`src/rtl/cu_pkg.sv`:
```
package cu_pkg;

	typedef logic [31:0] addr_t;
	typedef logic [63:0] word_t;
	typedef logic [14:0] vid_t;
	typedef logic [31:0] ecount_t;
	typedef logic [15:0] tag_t;
	typedef logic [63:0] sum_t;

	// top bit of every read tag
	typedef enum logic {
		UNIT_VERTEX = 1'b0,
		UNIT_EDGE   = 1'b1
	} unit_e;

	localparam int unsigned WORD_BYTES   = 8;
	localparam int          TAG_UNIT_BIT = 15;

	// vertex id, first edge index and degree, high to low
	typedef logic [$bits(vid_t)+2*$bits(ecount_t)-1:0] vjob_t;

	// vertex record holds first edge index above the degree
	function automatic ecount_t vrec_degree(word_t w);
		return w[31:0];
	endfunction

	function automatic ecount_t vrec_first(word_t w);
		return w[63:32];
	endfunction

	// edge record holds the neighbor id in its low bits
	function automatic vid_t erec_nbr(word_t w);
		return w[14:0];
	endfunction

	function automatic tag_t make_tag(unit_e src, vid_t vid);
		return {src, vid};
	endfunction

	function automatic unit_e tag_unit(tag_t t);
		return unit_e'(t[TAG_UNIT_BIT]);
	endfunction

	function automatic vid_t tag_vid(tag_t t);
		return t[14:0];
	endfunction

	function automatic vjob_t vjob_pack(vid_t vid, ecount_t first_idx, ecount_t degree);
		return {vid, first_idx, degree};
	endfunction

endpackage

```
`src/rtl/cu_if.sv`:
```
`timescale 1ns/10ps

// read command from one stage towards the memory port
interface rd_cmd_if;
	logic          valid;
	logic          ready;
	cu_pkg::addr_t addr;
	cu_pkg::tag_t  tag;

	modport requester (
		output valid,
		output addr,
		output tag,
		input  ready
	);

	modport arbiter (
		input  valid,
		input  addr,
		input  tag,
		output ready
	);
endinterface

// finished vertex from execute to the writer
interface result_if;
	logic            valid;
	logic            ready;
	cu_pkg::vid_t    vid;
	cu_pkg::sum_t    sum;
	cu_pkg::ecount_t ecount;

	modport source (
		output valid,
		output vid,
		output sum,
		output ecount,
		input  ready
	);

	modport sink (
		input  valid,
		input  vid,
		input  sum,
		input  ecount,
		output ready
	);
endinterface

```
`src/rtl/cmd_fifo.sv`:
```
`timescale 1ns/10ps

module cmd_fifo #(
	parameter int WIDTH = 8,
	parameter int DEPTH = 4
) (
	input  logic             clock,
	input  logic             rstn,
	input  logic             push,
	input  logic [WIDTH-1:0] data_in,
	input  logic             pop,
	output logic [WIDTH-1:0] data_out,
	output logic             full,
	output logic             empty
);

	localparam int PTR_W = (DEPTH > 1) ? $clog2(DEPTH) : 1;
	localparam int CNT_W = $clog2(DEPTH + 1);

	logic [WIDTH-1:0] mem [DEPTH];
	logic [PTR_W-1:0] wr_ptr;
	logic [PTR_W-1:0] rd_ptr;
	logic [CNT_W-1:0] count;
	logic             do_push;
	logic             do_pop;

	// pointers wrap at DEPTH, which need not be a power of two
	function automatic logic [PTR_W-1:0] ptr_inc(logic [PTR_W-1:0] p);
		return (p == PTR_W'(DEPTH - 1)) ? '0 : p + 1'b1;
	endfunction

	assign do_push  = push && !full;
	assign do_pop   = pop && !empty;
	assign full     = (count == CNT_W'(DEPTH));
	assign empty    = (count == '0);
	// show-ahead, head entry always visible
	assign data_out = mem[rd_ptr];

	always_ff @(posedge clock) begin
		if (do_push) begin
			mem[wr_ptr] <= data_in;
		end
	end

	always_ff @(posedge clock or negedge rstn) begin
		if (!rstn) begin
			wr_ptr <= '0;
			rd_ptr <= '0;
			count  <= '0;
		end else begin
			if (do_push) begin
				wr_ptr <= ptr_inc(wr_ptr);
			end
			if (do_pop) begin
				rd_ptr <= ptr_inc(rd_ptr);
			end
			count <= count + CNT_W'(do_push) - CNT_W'(do_pop);
		end
	end

endmodule

```
`src/rtl/cu_control.sv`:
```
`timescale 1ns/10ps

module cu_control #(
	parameter int RD_CREDITS = 4,
	parameter int WR_CREDITS = 2,
	parameter int VJOB_DEPTH = 4
) (
	input  logic            clock,
	input  logic            rstn,
	input  logic            job_start,
	input  cu_pkg::vid_t    num_vertices,
	input  cu_pkg::ecount_t num_edges,
	input  cu_pkg::addr_t   vertex_base,
	input  cu_pkg::addr_t   edge_base,
	input  cu_pkg::addr_t   result_base,
	input  logic            rd_credit,
	input  logic            rd_rsp_valid,
	input  cu_pkg::tag_t    rd_rsp_tag,
	input  cu_pkg::word_t   rd_rsp_data,
	input  logic            wr_credit,
	output logic            rd_req_valid,
	output cu_pkg::addr_t   rd_req_addr,
	output cu_pkg::tag_t    rd_req_tag,
	output logic            wr_valid,
	output cu_pkg::addr_t   wr_addr,
	output cu_pkg::word_t   wr_data,
	output logic            busy,
	output logic            done,
	output cu_pkg::vid_t    filtered_count,
	output cu_pkg::vid_t    written_count,
	output cu_pkg::ecount_t edge_count
);

	cu_pkg::vid_t    job_num_vertices;
	cu_pkg::ecount_t job_num_edges;
	cu_pkg::addr_t   job_vertex_base;
	cu_pkg::addr_t   job_edge_base;
	cu_pkg::addr_t   job_result_base;

	logic            vjob_push;
	logic            vjob_pop;
	logic            vjob_full;
	logic            vjob_empty;
	cu_pkg::vjob_t   vjob_in;
	cu_pkg::vjob_t   vjob_out;

	logic            vtx_rsp_valid;
	logic            edge_rsp_valid;
	cu_pkg::tag_t    rsp_tag;
	cu_pkg::word_t   rsp_data;

	rd_cmd_if vtx_cmd ();
	rd_cmd_if edge_cmd ();
	result_if res_bus ();

	//////////////////////////////////////////////////
	// job registers
	//////////////////////////////////////////////////

	// zero vertex count keeps decode quiet until the first job
	always_ff @(posedge clock or negedge rstn) begin
		if (!rstn) begin
			job_num_vertices <= '0;
			job_num_edges    <= '0;
			job_vertex_base  <= '0;
			job_edge_base    <= '0;
			job_result_base  <= '0;
		end else if (job_start) begin
			job_num_vertices <= num_vertices;
			job_num_edges    <= num_edges;
			job_vertex_base  <= vertex_base;
			job_edge_base    <= edge_base;
			job_result_base  <= result_base;
		end
	end

	//////////////////////////////////////////////////
	// stages
	//////////////////////////////////////////////////

	vertex_decode #(
		.VJOB_DEPTH(VJOB_DEPTH)
	) vertex_decode_inst (
		.clock         (clock),
		.rstn          (rstn),
		.job_start     (job_start),
		.num_vertices  (job_num_vertices),
		.vertex_base   (job_vertex_base),
		.rsp_valid     (vtx_rsp_valid),
		.rsp_tag       (rsp_tag),
		.rsp_data      (rsp_data),
		.vjob_full     (vjob_full),
		.vjob_pop      (vjob_pop),
		.vjob_push     (vjob_push),
		.vjob_data     (vjob_in),
		.filtered_count(filtered_count),
		.cmd           (vtx_cmd)
	);

	// vertex job queue between decode and execute
	cmd_fifo #(
		.WIDTH($bits(cu_pkg::vjob_t)),
		.DEPTH(VJOB_DEPTH)
	) vjob_fifo_inst (
		.clock   (clock),
		.rstn    (rstn),
		.push    (vjob_push),
		.data_in (vjob_in),
		.pop     (vjob_pop),
		.data_out(vjob_out),
		.full    (vjob_full),
		.empty   (vjob_empty)
	);

	edge_execute edge_execute_inst (
		.clock     (clock),
		.rstn      (rstn),
		.edge_base (job_edge_base),
		.vjob_empty(vjob_empty),
		.vjob_data (vjob_out),
		.rsp_valid (edge_rsp_valid),
		.rsp_tag   (rsp_tag),
		.rsp_data  (rsp_data),
		.vjob_pop  (vjob_pop),
		.cmd       (edge_cmd),
		.res       (res_bus)
	);

	result_writer #(
		.WR_CREDITS(WR_CREDITS)
	) result_writer_inst (
		.clock         (clock),
		.rstn          (rstn),
		.job_start     (job_start),
		.num_vertices  (job_num_vertices),
		.num_edges     (job_num_edges),
		.result_base   (job_result_base),
		.filtered_count(filtered_count),
		.wr_credit     (wr_credit),
		.wr_valid      (wr_valid),
		.wr_addr       (wr_addr),
		.wr_data       (wr_data),
		.written_count (written_count),
		.edge_count    (edge_count),
		.done          (done),
		.busy          (busy),
		.res           (res_bus)
	);

	mem_port_arbiter #(
		.RD_CREDITS(RD_CREDITS)
	) mem_port_arbiter_inst (
		.clock         (clock),
		.rstn          (rstn),
		.rd_credit     (rd_credit),
		.rd_rsp_valid  (rd_rsp_valid),
		.rd_rsp_tag    (rd_rsp_tag),
		.rd_rsp_data   (rd_rsp_data),
		.rd_req_valid  (rd_req_valid),
		.rd_req_addr   (rd_req_addr),
		.rd_req_tag    (rd_req_tag),
		.vtx_rsp_valid (vtx_rsp_valid),
		.edge_rsp_valid(edge_rsp_valid),
		.rsp_tag       (rsp_tag),
		.rsp_data      (rsp_data),
		.cmd_vertex    (vtx_cmd),
		.cmd_edge      (edge_cmd)
	);

endmodule

```
`src/rtl/edge_execute.sv`:
```
`timescale 1ns/10ps

module edge_execute (
	input  logic          clock,
	input  logic          rstn,
	input  cu_pkg::addr_t edge_base,
	input  logic          vjob_empty,
	input  cu_pkg::vjob_t vjob_data,
	input  logic          rsp_valid,
	input  cu_pkg::tag_t  rsp_tag,
	input  cu_pkg::word_t rsp_data,
	output logic          vjob_pop,
	rd_cmd_if.requester   cmd,
	result_if.source      res
);

	typedef enum logic [1:0] {
		ST_IDLE,
		ST_ISSUE,
		ST_DRAIN,
		ST_REPORT
	} state_e;

	state_e          state;
	cu_pkg::vid_t    job_vid;
	cu_pkg::ecount_t job_first;
	cu_pkg::ecount_t job_degree;
	cu_pkg::ecount_t issued;
	cu_pkg::ecount_t received;
	cu_pkg::ecount_t edge_idx;
	cu_pkg::sum_t    sum;
	logic            issue;
	logic            rsp_hit;

	assign vjob_pop  = (state == ST_IDLE) && !vjob_empty;
	assign edge_idx  = job_first + issued;
	assign cmd.valid = (state == ST_ISSUE);
	assign cmd.addr  = edge_base + cu_pkg::addr_t'(edge_idx) * cu_pkg::WORD_BYTES;
	assign cmd.tag   = cu_pkg::make_tag(cu_pkg::UNIT_EDGE, job_vid);
	assign issue     = cmd.valid && cmd.ready;
	// edge tags carry the owning vertex id
	assign rsp_hit   = rsp_valid && (cu_pkg::tag_vid(rsp_tag) == job_vid);

	assign res.valid  = (state == ST_REPORT);
	assign res.vid    = job_vid;
	assign res.sum    = sum;
	assign res.ecount = job_degree;

	// job fields split from the queue head
	always_ff @(posedge clock) begin
		if (vjob_pop) begin
			{job_vid, job_first, job_degree} <= vjob_data;
		end
	end

	//////////////////////////////////////////////////
	// FSM
	//////////////////////////////////////////////////

	always_ff @(posedge clock or negedge rstn) begin
		if (!rstn) begin
			state  <= ST_IDLE;
			issued <= '0;
		end else begin
			case (state)
				ST_IDLE: begin
					issued <= '0;
					if (vjob_pop) begin
						state <= ST_ISSUE;
					end
				end
				ST_ISSUE: begin
					if (issue) begin
						issued <= issued + 1'b1;
						if (issued == job_degree - 1'b1) begin
							state <= ST_DRAIN;
						end
					end
				end
				// wait for the last reordered response
				ST_DRAIN: begin
					if (received == job_degree) begin
						state <= ST_REPORT;
					end
				end
				ST_REPORT: begin
					if (res.ready) begin
						state <= ST_IDLE;
					end
				end
				default: state <= ST_IDLE;
			endcase
		end
	end

	// responses may arrive in any order, so only count and add
	always_ff @(posedge clock or negedge rstn) begin
		if (!rstn) begin
			received <= '0;
			sum      <= '0;
		end else if (state == ST_IDLE) begin
			received <= '0;
			sum      <= '0;
		end else if (rsp_hit) begin
			received <= received + 1'b1;
			sum      <= sum + cu_pkg::sum_t'(cu_pkg::erec_nbr(rsp_data));
		end
	end

endmodule

```
`src/rtl/mem_port_arbiter.sv`:
```
`timescale 1ns/10ps

module mem_port_arbiter #(
	parameter int RD_CREDITS = 4
) (
	input  logic          clock,
	input  logic          rstn,
	input  logic          rd_credit,
	input  logic          rd_rsp_valid,
	input  cu_pkg::tag_t  rd_rsp_tag,
	input  cu_pkg::word_t rd_rsp_data,
	output logic          rd_req_valid,
	output cu_pkg::addr_t rd_req_addr,
	output cu_pkg::tag_t  rd_req_tag,
	output logic          vtx_rsp_valid,
	output logic          edge_rsp_valid,
	output cu_pkg::tag_t  rsp_tag,
	output cu_pkg::word_t rsp_data,
	rd_cmd_if.arbiter     cmd_vertex,
	rd_cmd_if.arbiter     cmd_edge
);

	localparam int CR_W = $clog2(RD_CREDITS + 1);

	logic [CR_W-1:0] credits;
	logic            has_credit;
	logic            edge_first;
	logic            grant_vertex;
	logic            grant_edge;
	logic            fire;

	//////////////////////////////////////////////////
	// round robin grant
	//////////////////////////////////////////////////

	assign has_credit   = (credits != '0);
	// edge_first says who wins when both ask
	assign grant_vertex = has_credit && cmd_vertex.valid && !(cmd_edge.valid && edge_first);
	assign grant_edge   = has_credit && cmd_edge.valid && !grant_vertex;
	assign fire         = grant_vertex || grant_edge;

	assign cmd_vertex.ready = grant_vertex;
	assign cmd_edge.ready   = grant_edge;

	always_ff @(posedge clock or negedge rstn) begin
		if (!rstn) begin
			credits      <= CR_W'(RD_CREDITS);
			edge_first   <= 1'b0;
			rd_req_valid <= 1'b0;
		end else begin
			credits      <= credits - CR_W'(fire) + CR_W'(rd_credit);
			rd_req_valid <= fire;
			if (fire) begin
				edge_first <= grant_vertex;
			end
		end
	end

	always_ff @(posedge clock) begin
		if (fire) begin
			rd_req_addr <= grant_edge ? cmd_edge.addr : cmd_vertex.addr;
			rd_req_tag  <= grant_edge ? cmd_edge.tag : cmd_vertex.tag;
		end
	end

	//////////////////////////////////////////////////
	// response routing by tag unit
	//////////////////////////////////////////////////

	always_ff @(posedge clock or negedge rstn) begin
		if (!rstn) begin
			vtx_rsp_valid  <= 1'b0;
			edge_rsp_valid <= 1'b0;
		end else begin
			vtx_rsp_valid  <= rd_rsp_valid
				&& (cu_pkg::tag_unit(rd_rsp_tag) == cu_pkg::UNIT_VERTEX);
			edge_rsp_valid <= rd_rsp_valid
				&& (cu_pkg::tag_unit(rd_rsp_tag) == cu_pkg::UNIT_EDGE);
		end
	end

	always_ff @(posedge clock) begin
		if (rd_rsp_valid) begin
			rsp_tag  <= rd_rsp_tag;
			rsp_data <= rd_rsp_data;
		end
	end

endmodule

```
`src/rtl/result_writer.sv`:
```
`timescale 1ns/10ps

module result_writer #(
	parameter int WR_CREDITS = 2
) (
	input  logic            clock,
	input  logic            rstn,
	input  logic            job_start,
	input  cu_pkg::vid_t    num_vertices,
	input  cu_pkg::ecount_t num_edges,
	input  cu_pkg::addr_t   result_base,
	input  cu_pkg::vid_t    filtered_count,
	input  logic            wr_credit,
	output logic            wr_valid,
	output cu_pkg::addr_t   wr_addr,
	output cu_pkg::word_t   wr_data,
	output cu_pkg::vid_t    written_count,
	output cu_pkg::ecount_t edge_count,
	output logic            done,
	output logic            busy,
	result_if.sink          res
);

	localparam int CR_W = $clog2(WR_CREDITS + 1);

	logic [CR_W-1:0] credits;
	logic            accept;
	logic            job_valid;
	logic            all_seen;

	assign res.ready = (credits != '0);
	assign accept    = res.valid && res.ready;

	// every vertex either filtered or written, every edge summed
	assign all_seen = ({1'b0, filtered_count} + {1'b0, written_count} == {1'b0, num_vertices})
		&& (edge_count == num_edges);
	assign done = job_valid && all_seen;
	assign busy = job_valid && !all_seen;

	always_ff @(posedge clock or negedge rstn) begin
		if (!rstn) begin
			credits  <= CR_W'(WR_CREDITS);
			wr_valid <= 1'b0;
		end else begin
			credits  <= credits - CR_W'(accept) + CR_W'(wr_credit);
			wr_valid <= accept;
		end
	end

	always_ff @(posedge clock) begin
		if (accept) begin
			wr_addr <= result_base + cu_pkg::addr_t'(res.vid) * cu_pkg::WORD_BYTES;
			wr_data <= cu_pkg::word_t'(res.sum);
		end
	end

	//////////////////////////////////////////////////
	// completion counters
	//////////////////////////////////////////////////

	always_ff @(posedge clock or negedge rstn) begin
		if (!rstn) begin
			job_valid     <= 1'b0;
			written_count <= '0;
			edge_count    <= '0;
		end else if (job_start) begin
			job_valid     <= 1'b1;
			written_count <= '0;
			edge_count    <= '0;
		end else if (accept) begin
			written_count <= written_count + 1'b1;
			edge_count    <= edge_count + res.ecount;
		end
	end

endmodule

```
`src/rtl/vertex_decode.sv`:
```
`timescale 1ns/10ps

module vertex_decode #(
	parameter int VJOB_DEPTH = 4
) (
	input  logic          clock,
	input  logic          rstn,
	input  logic          job_start,
	input  cu_pkg::vid_t  num_vertices,
	input  cu_pkg::addr_t vertex_base,
	input  logic          rsp_valid,
	input  cu_pkg::tag_t  rsp_tag,
	input  cu_pkg::word_t rsp_data,
	input  logic          vjob_full,
	input  logic          vjob_pop,
	output logic          vjob_push,
	output cu_pkg::vjob_t vjob_data,
	output cu_pkg::vid_t  filtered_count,
	rd_cmd_if.requester   cmd
);

	localparam int RES_W = $clog2(VJOB_DEPTH + 1);

	cu_pkg::vid_t     next_vid;
	logic [RES_W-1:0] reserved;
	logic             room;
	logic             issue;
	logic             filtered;

	//////////////////////////////////////////////////
	// vertex read requests
	//////////////////////////////////////////////////

	// one queue slot held per read, from request until the job is popped
	assign room      = (reserved < RES_W'(VJOB_DEPTH)) && !vjob_full;
	assign cmd.valid = (next_vid < num_vertices) && room;
	assign cmd.addr  = vertex_base + cu_pkg::addr_t'(next_vid) * cu_pkg::WORD_BYTES;
	assign cmd.tag   = cu_pkg::make_tag(cu_pkg::UNIT_VERTEX, next_vid);
	assign issue     = cmd.valid && cmd.ready;

	//////////////////////////////////////////////////
	// response filter
	//////////////////////////////////////////////////

	assign filtered  = rsp_valid && (cu_pkg::vrec_degree(rsp_data) == '0);
	assign vjob_push = rsp_valid && !filtered;
	assign vjob_data = cu_pkg::vjob_pack(cu_pkg::tag_vid(rsp_tag),
		cu_pkg::vrec_first(rsp_data), cu_pkg::vrec_degree(rsp_data));

	always_ff @(posedge clock or negedge rstn) begin
		if (!rstn) begin
			next_vid       <= '0;
			filtered_count <= '0;
		end else if (job_start) begin
			next_vid       <= '0;
			filtered_count <= '0;
		end else begin
			if (issue) begin
				next_vid <= next_vid + 1'b1;
			end
			if (filtered) begin
				filtered_count <= filtered_count + 1'b1;
			end
		end
	end

	// filtered vertices free their slot at once, queued jobs on pop
	always_ff @(posedge clock or negedge rstn) begin
		if (!rstn) begin
			reserved <= '0;
		end else begin
			reserved <= reserved + RES_W'(issue) - RES_W'(filtered) - RES_W'(vjob_pop);
		end
	end

endmodule

```
`config.mk`:
```
export PLATFORM = sky130hd
export DESIGN_NAME = cu_control
export DESIGN_NICKNAME = d
export VERILOG_FILES = /design/src/rtl/cu_pkg.sv /design/src/rtl/cu_if.sv /design/src/rtl/cmd_fifo.sv /design/src/rtl/cu_control.sv /design/src/rtl/edge_execute.sv /design/src/rtl/mem_port_arbiter.sv /design/src/rtl/result_writer.sv /design/src/rtl/vertex_decode.sv
export SDC_FILE = /design/constraint.sdc
export NUM_CORES = 2
export LEC_CHECK = 0
export BUFFER_PORTS_ARGS = -buffer_cell sky130_fd_sc_hd__buf_2
export CAP_MARGIN = 10
export CORE_MARGIN = 4
export CORE_UTILIZATION = 30
export DETAILED_ROUTE_END_ITERATION = 10
export PLACE_DENSITY = 0.44
export SYNTH_ARGS = -nofsm -noshare
export SYNTH_HDL_FRONTEND = slang
export SYNTH_SLANG_ARGS = --single-unit
```
`constraint.sdc`:
```
create_clock -name clock -period 7.1 [get_ports clock]
set_input_delay 0.71 -clock clock [delete_from_list [all_inputs] [get_ports clock]]
set_output_delay 0.71 -clock clock [all_outputs]
set_load 0.02 [all_outputs]
```
==> out/qor.yml <==
worst_setup_path:
  cpMostUsedCell: "o21ai_0"
  reg2reg_depth: 19
  cp_num_cells: 19
  crit_fanout: 7
  reg2reg_slack_ps: 1680
  required_ps: 7560
  end_kind: "register"
  critical_path.cell_chain: "ha_1, fa_1, a211oi_1, o21ai_0, o21ai_0, nand2_1, a211oi_1, o21bai_1, a21oi_1, xnor2_1, ha_1, or3_1, o21ai_0, o211ai_1, a221oi_1, o21ai_0, o41ai_1, xor2_1, mux2i_1"
  cpMaxStageDelayCell: "a211oi_1"
  cpPeakStageDelay_ps: 470
  cp_num_buf_inv: 0
  crit_type: "reg2reg"
  arrival_ps: 5870
  critPathLaunchType: "register"
  crit_family: "compound AO/OA/AOI/OAI gates"
detailed_routing:
  drt_iter0_markers: 1854
  drc: 0
  ant_nets: 0
  dr.pass1.iters: 5
  num_vias: 30170
  avgRoutedWirePerCell_um: 22.34
  via_per_inst: 4.838
  wl_um: 139300
sta:
  final-setup-viol-count: 0
  fin_hold_ws_ps: 141.6
  maxSlewViolCount: 0
  period_share_pct: 76.28
  rsz0062_at_grt: "false"
  setup_slack_ps: 1684
  hold_viol: 0
  relSlewSlack_pct: 28.85
  period_needed_ps: 5416
  fmaxAchievable_mhz: 184.6
  worst_pin_slew_ps: 1067
  skew_ps: 33.66
  setup_tns_ps: 0
cts:
  htreeDepth: 3
  path_clk_slew_ps: 60
  cts_root_buf: "clkbuf_16"
  clk_latency_ps: 740
  cts_made_buffers: 113
  cts_resized: 0
  cts_max_path_buffers: 3
  cts_sinks: 971
  cts_tree: "yes"
global_route:
  first_global_vias: 30500
  grt_pass1_wl_um: 207800
  grt_max_degree: 158
  gr-total-overflow: 0
  grt_antenna_before_repair: 20
  grt_util_all_layers_pct: 17.04
layout:
  layout-area-overhead-vs-synth_pct: 18.22
  drive_above_1_share_pct: 21.57
  nFillCells: 15020
  nets: 4524
  stdcell_count: 6236
die:
  die_w_um: 400.9
  initial_core_util_pct: 30.34
  io_pins: 439
  fp.dieH_um: 400.9
  rows: 143
  core_sq_um: 152600
  dieArea_sq_um: 160700
place:
  numPortBuffers: 435
  gp_congestion: 0.8511
  dp.cells: 6010
  place.detailed.hpwl_um: 99350
  pre_cts_ws_ps: 1741
logic_synthesis:
  syn-instance-count: 3634
  avgSynthCellArea_sq_um: 12.74
  synthArstFlopShare_pct: 38.21
  synth_top_area_share_pct: 38.90
  seq_area_frac_synth_pct: 58.96
  synth_nets: 4062
  synth_area_sq_um: 46310
  synth_cell_types: 87
  synth-edff-count: 600
  synth_flop_cell: "edfxtp_1"
  ys_ff_latch: 971
  ys_warn_count: 0
  yosys-top-cells-area: "edfxtp_1 (39%), dfrtp_1 (20%), ha_1 (5.1%)"
  synth_top_area_cell: "edfxtp_1"
worst_hold_path:
  worstHoldPathCells: 1
  hold_path_class: "in2reg"
status:
  status: "finished, final reports clean"
pwr:
  pwr_density_cell_nw_per_um2: 382.5
  power.total_mw: 20.94
  ir_drop_mv: 0.2550
  p_leak_nw: 21.64
flow_run:
  max_cap_viol_count: 0
## path summary, 6_finish.rpt
| check | start | endpoint |
|---|---|---|
| worst max register to register | edge_execute_inst.issued[0]$_DFFE_PN0P_ | mem_port_arbiter_inst.rd_req_addr[30]$_DFFE_PN_ |
| min in group asynchronous | rstn | edge_execute_inst.res.sum[53]$_DFFE_PN0P_ |
| max in group asynchronous | rstn | job_vertex_base[22]$_DFFE_PN0P_ |
| worst min register to register | job_result_base[1]$_DFFE_PN0P_ | result_writer_inst.wr_addr[1]$_DFFE_PP_ |
| worst min-delay path | rd_rsp_tag[5] | mem_port_arbiter_inst.rsp_tag[5]$_DFFE_PP_ |
| worst max-delay path | edge_execute_inst.issued[0]$_DFFE_PN0P_ | mem_port_arbiter_inst.rd_req_addr[30]$_DFFE_PN_ |
## flip-flops by register name, indices dropped and copies added, names as in the netlist, 16 cells and up
name                               count
edge_execute_inst.issued              32
edge_execute_inst.job_first           29
edge_execute_inst.received            32
edge_execute_inst.res.ecount          32
edge_execute_inst.res.sum             64
job_edge_base                         32
job_num_edges                         32
job_result_base                       32
job_vertex_base                       32
mem_port_arbiter_inst.rd_req_addr     32
mem_port_arbiter_inst.rd_req_tag      16
mem_port_arbiter_inst.rsp_data        61
result_writer_inst.edge_count         32
result_writer_inst.wr_addr            32
result_writer_inst.wr_data            64
vjob_fifo_inst.mem                   304
## kinds of logic after synthesis
group,Yosys count,synth area share [%]
multiplexers,221,7.181
adder cells (fa/ha/maj),199,5.538
AND/OR/NAND/NOR,1053,11.26
AO/OA/AOI/OAI,563,7.616
buffers and inverters,230,1.940
XOR/XNOR,397,7.508
flip-flops,971,58.96
## routing by layer
metal / vias to the layer above / share of wire (%) / GRT usage [%]
li1: 14330 / - / -
met1: 15040 / 47 / 23.88
met2: 641 / 47 / 27.71
met3: 154 / 4.7 / 3.212
met4: 12 / 1.7 / 3.281
met5: - / 0.050 / 0
## cell type report
cell class	instances	area (sq um)	area share [%]
clock buffers	136	2974	5.432
inverters	112	426.7	0.7793
repair buffers	465	2465	4.502
multi-input cells	2433	18160	33.17
flip-flops and latches	971	27310	49.88
diodes	11	27.53	0.05028
clock inverters	78	847.1	1.547
well taps	2030	2540	4.639
## report_power, final
part / internal, mW / leakage [nW] / switching, mW / total, mW
Clock: 3.42 / 1.84 / 2.53 / 5.95
Combinational: 2.42 / 9.45 / 4.09 / 6.50
Sequential: 7.40 / 10.4 / 1.09 / 8.49
## cell usage in the layout, fill, tap and decap left out, types with 27 or more instances in the layout
master and count:
o21ai_0 136, nor3_1 47, nand2b_1 33, inv_1 109, xor2_1 175, and3_1 47
a21o_1 53, nand2_1 286, nand3_1 83, dfrtp_1 367, nor2_1 272, clkbuf_16 113
buf_4 27, buf_2 432, a21oi_1 186, xnor2_1 222, nand4_1 63, ha_1 188
or3_1 35, mux4_2 76, nor4_1 50, edfxtp_1 600, mux2_2 126
## Yosys cell counts, types with 8 or more instances
master / number
o21bai_1: 26
xor2_1: 175
fa_1: 10
inv_1: 112
nor3b_1: 13
a21o_1: 53
or2_2: 15
o211ai_1: 16
dfrtp_1: 369
or3_1: 35
buf_1: 17
and2_1: 24
a2111oi_0: 8
clkbuf_1: 93
nand4_1: 63
nor2b_1: 27
nor4b_1: 8
mux2_2: 126
nor2_1: 273
nand3_1: 83
o31ai_1: 15
a31oi_1: 10
o21ai_0: 136
nand2b_1: 33
edfxtp_1: 600
o21a_1: 15
or4_1: 15
a211oi_1: 24
and3_1: 47
a21oi_1: 186
xnor2_1: 222
mux2i_1: 18
nand2_1: 286
nor3_1: 47
ha_1: 189
nor4_1: 51
mux4_2: 76
## timing repair
action / in CTS / in global routing
endpoints found under the hold margin: 38 / 0
buffers inserted: 0 / 0
hold buffers: 1 / 0
## per-stage QoR
step	area [sq um]	utilization [%]
final	54750	35.87
after global placement	50890	33.35
after floorplan	46310	-
after CTS	54720	35.86
after global routing	54720	35.86
after detailed placement	50890	33.35
Note: power is estimated with default switching activity, not from simulation.
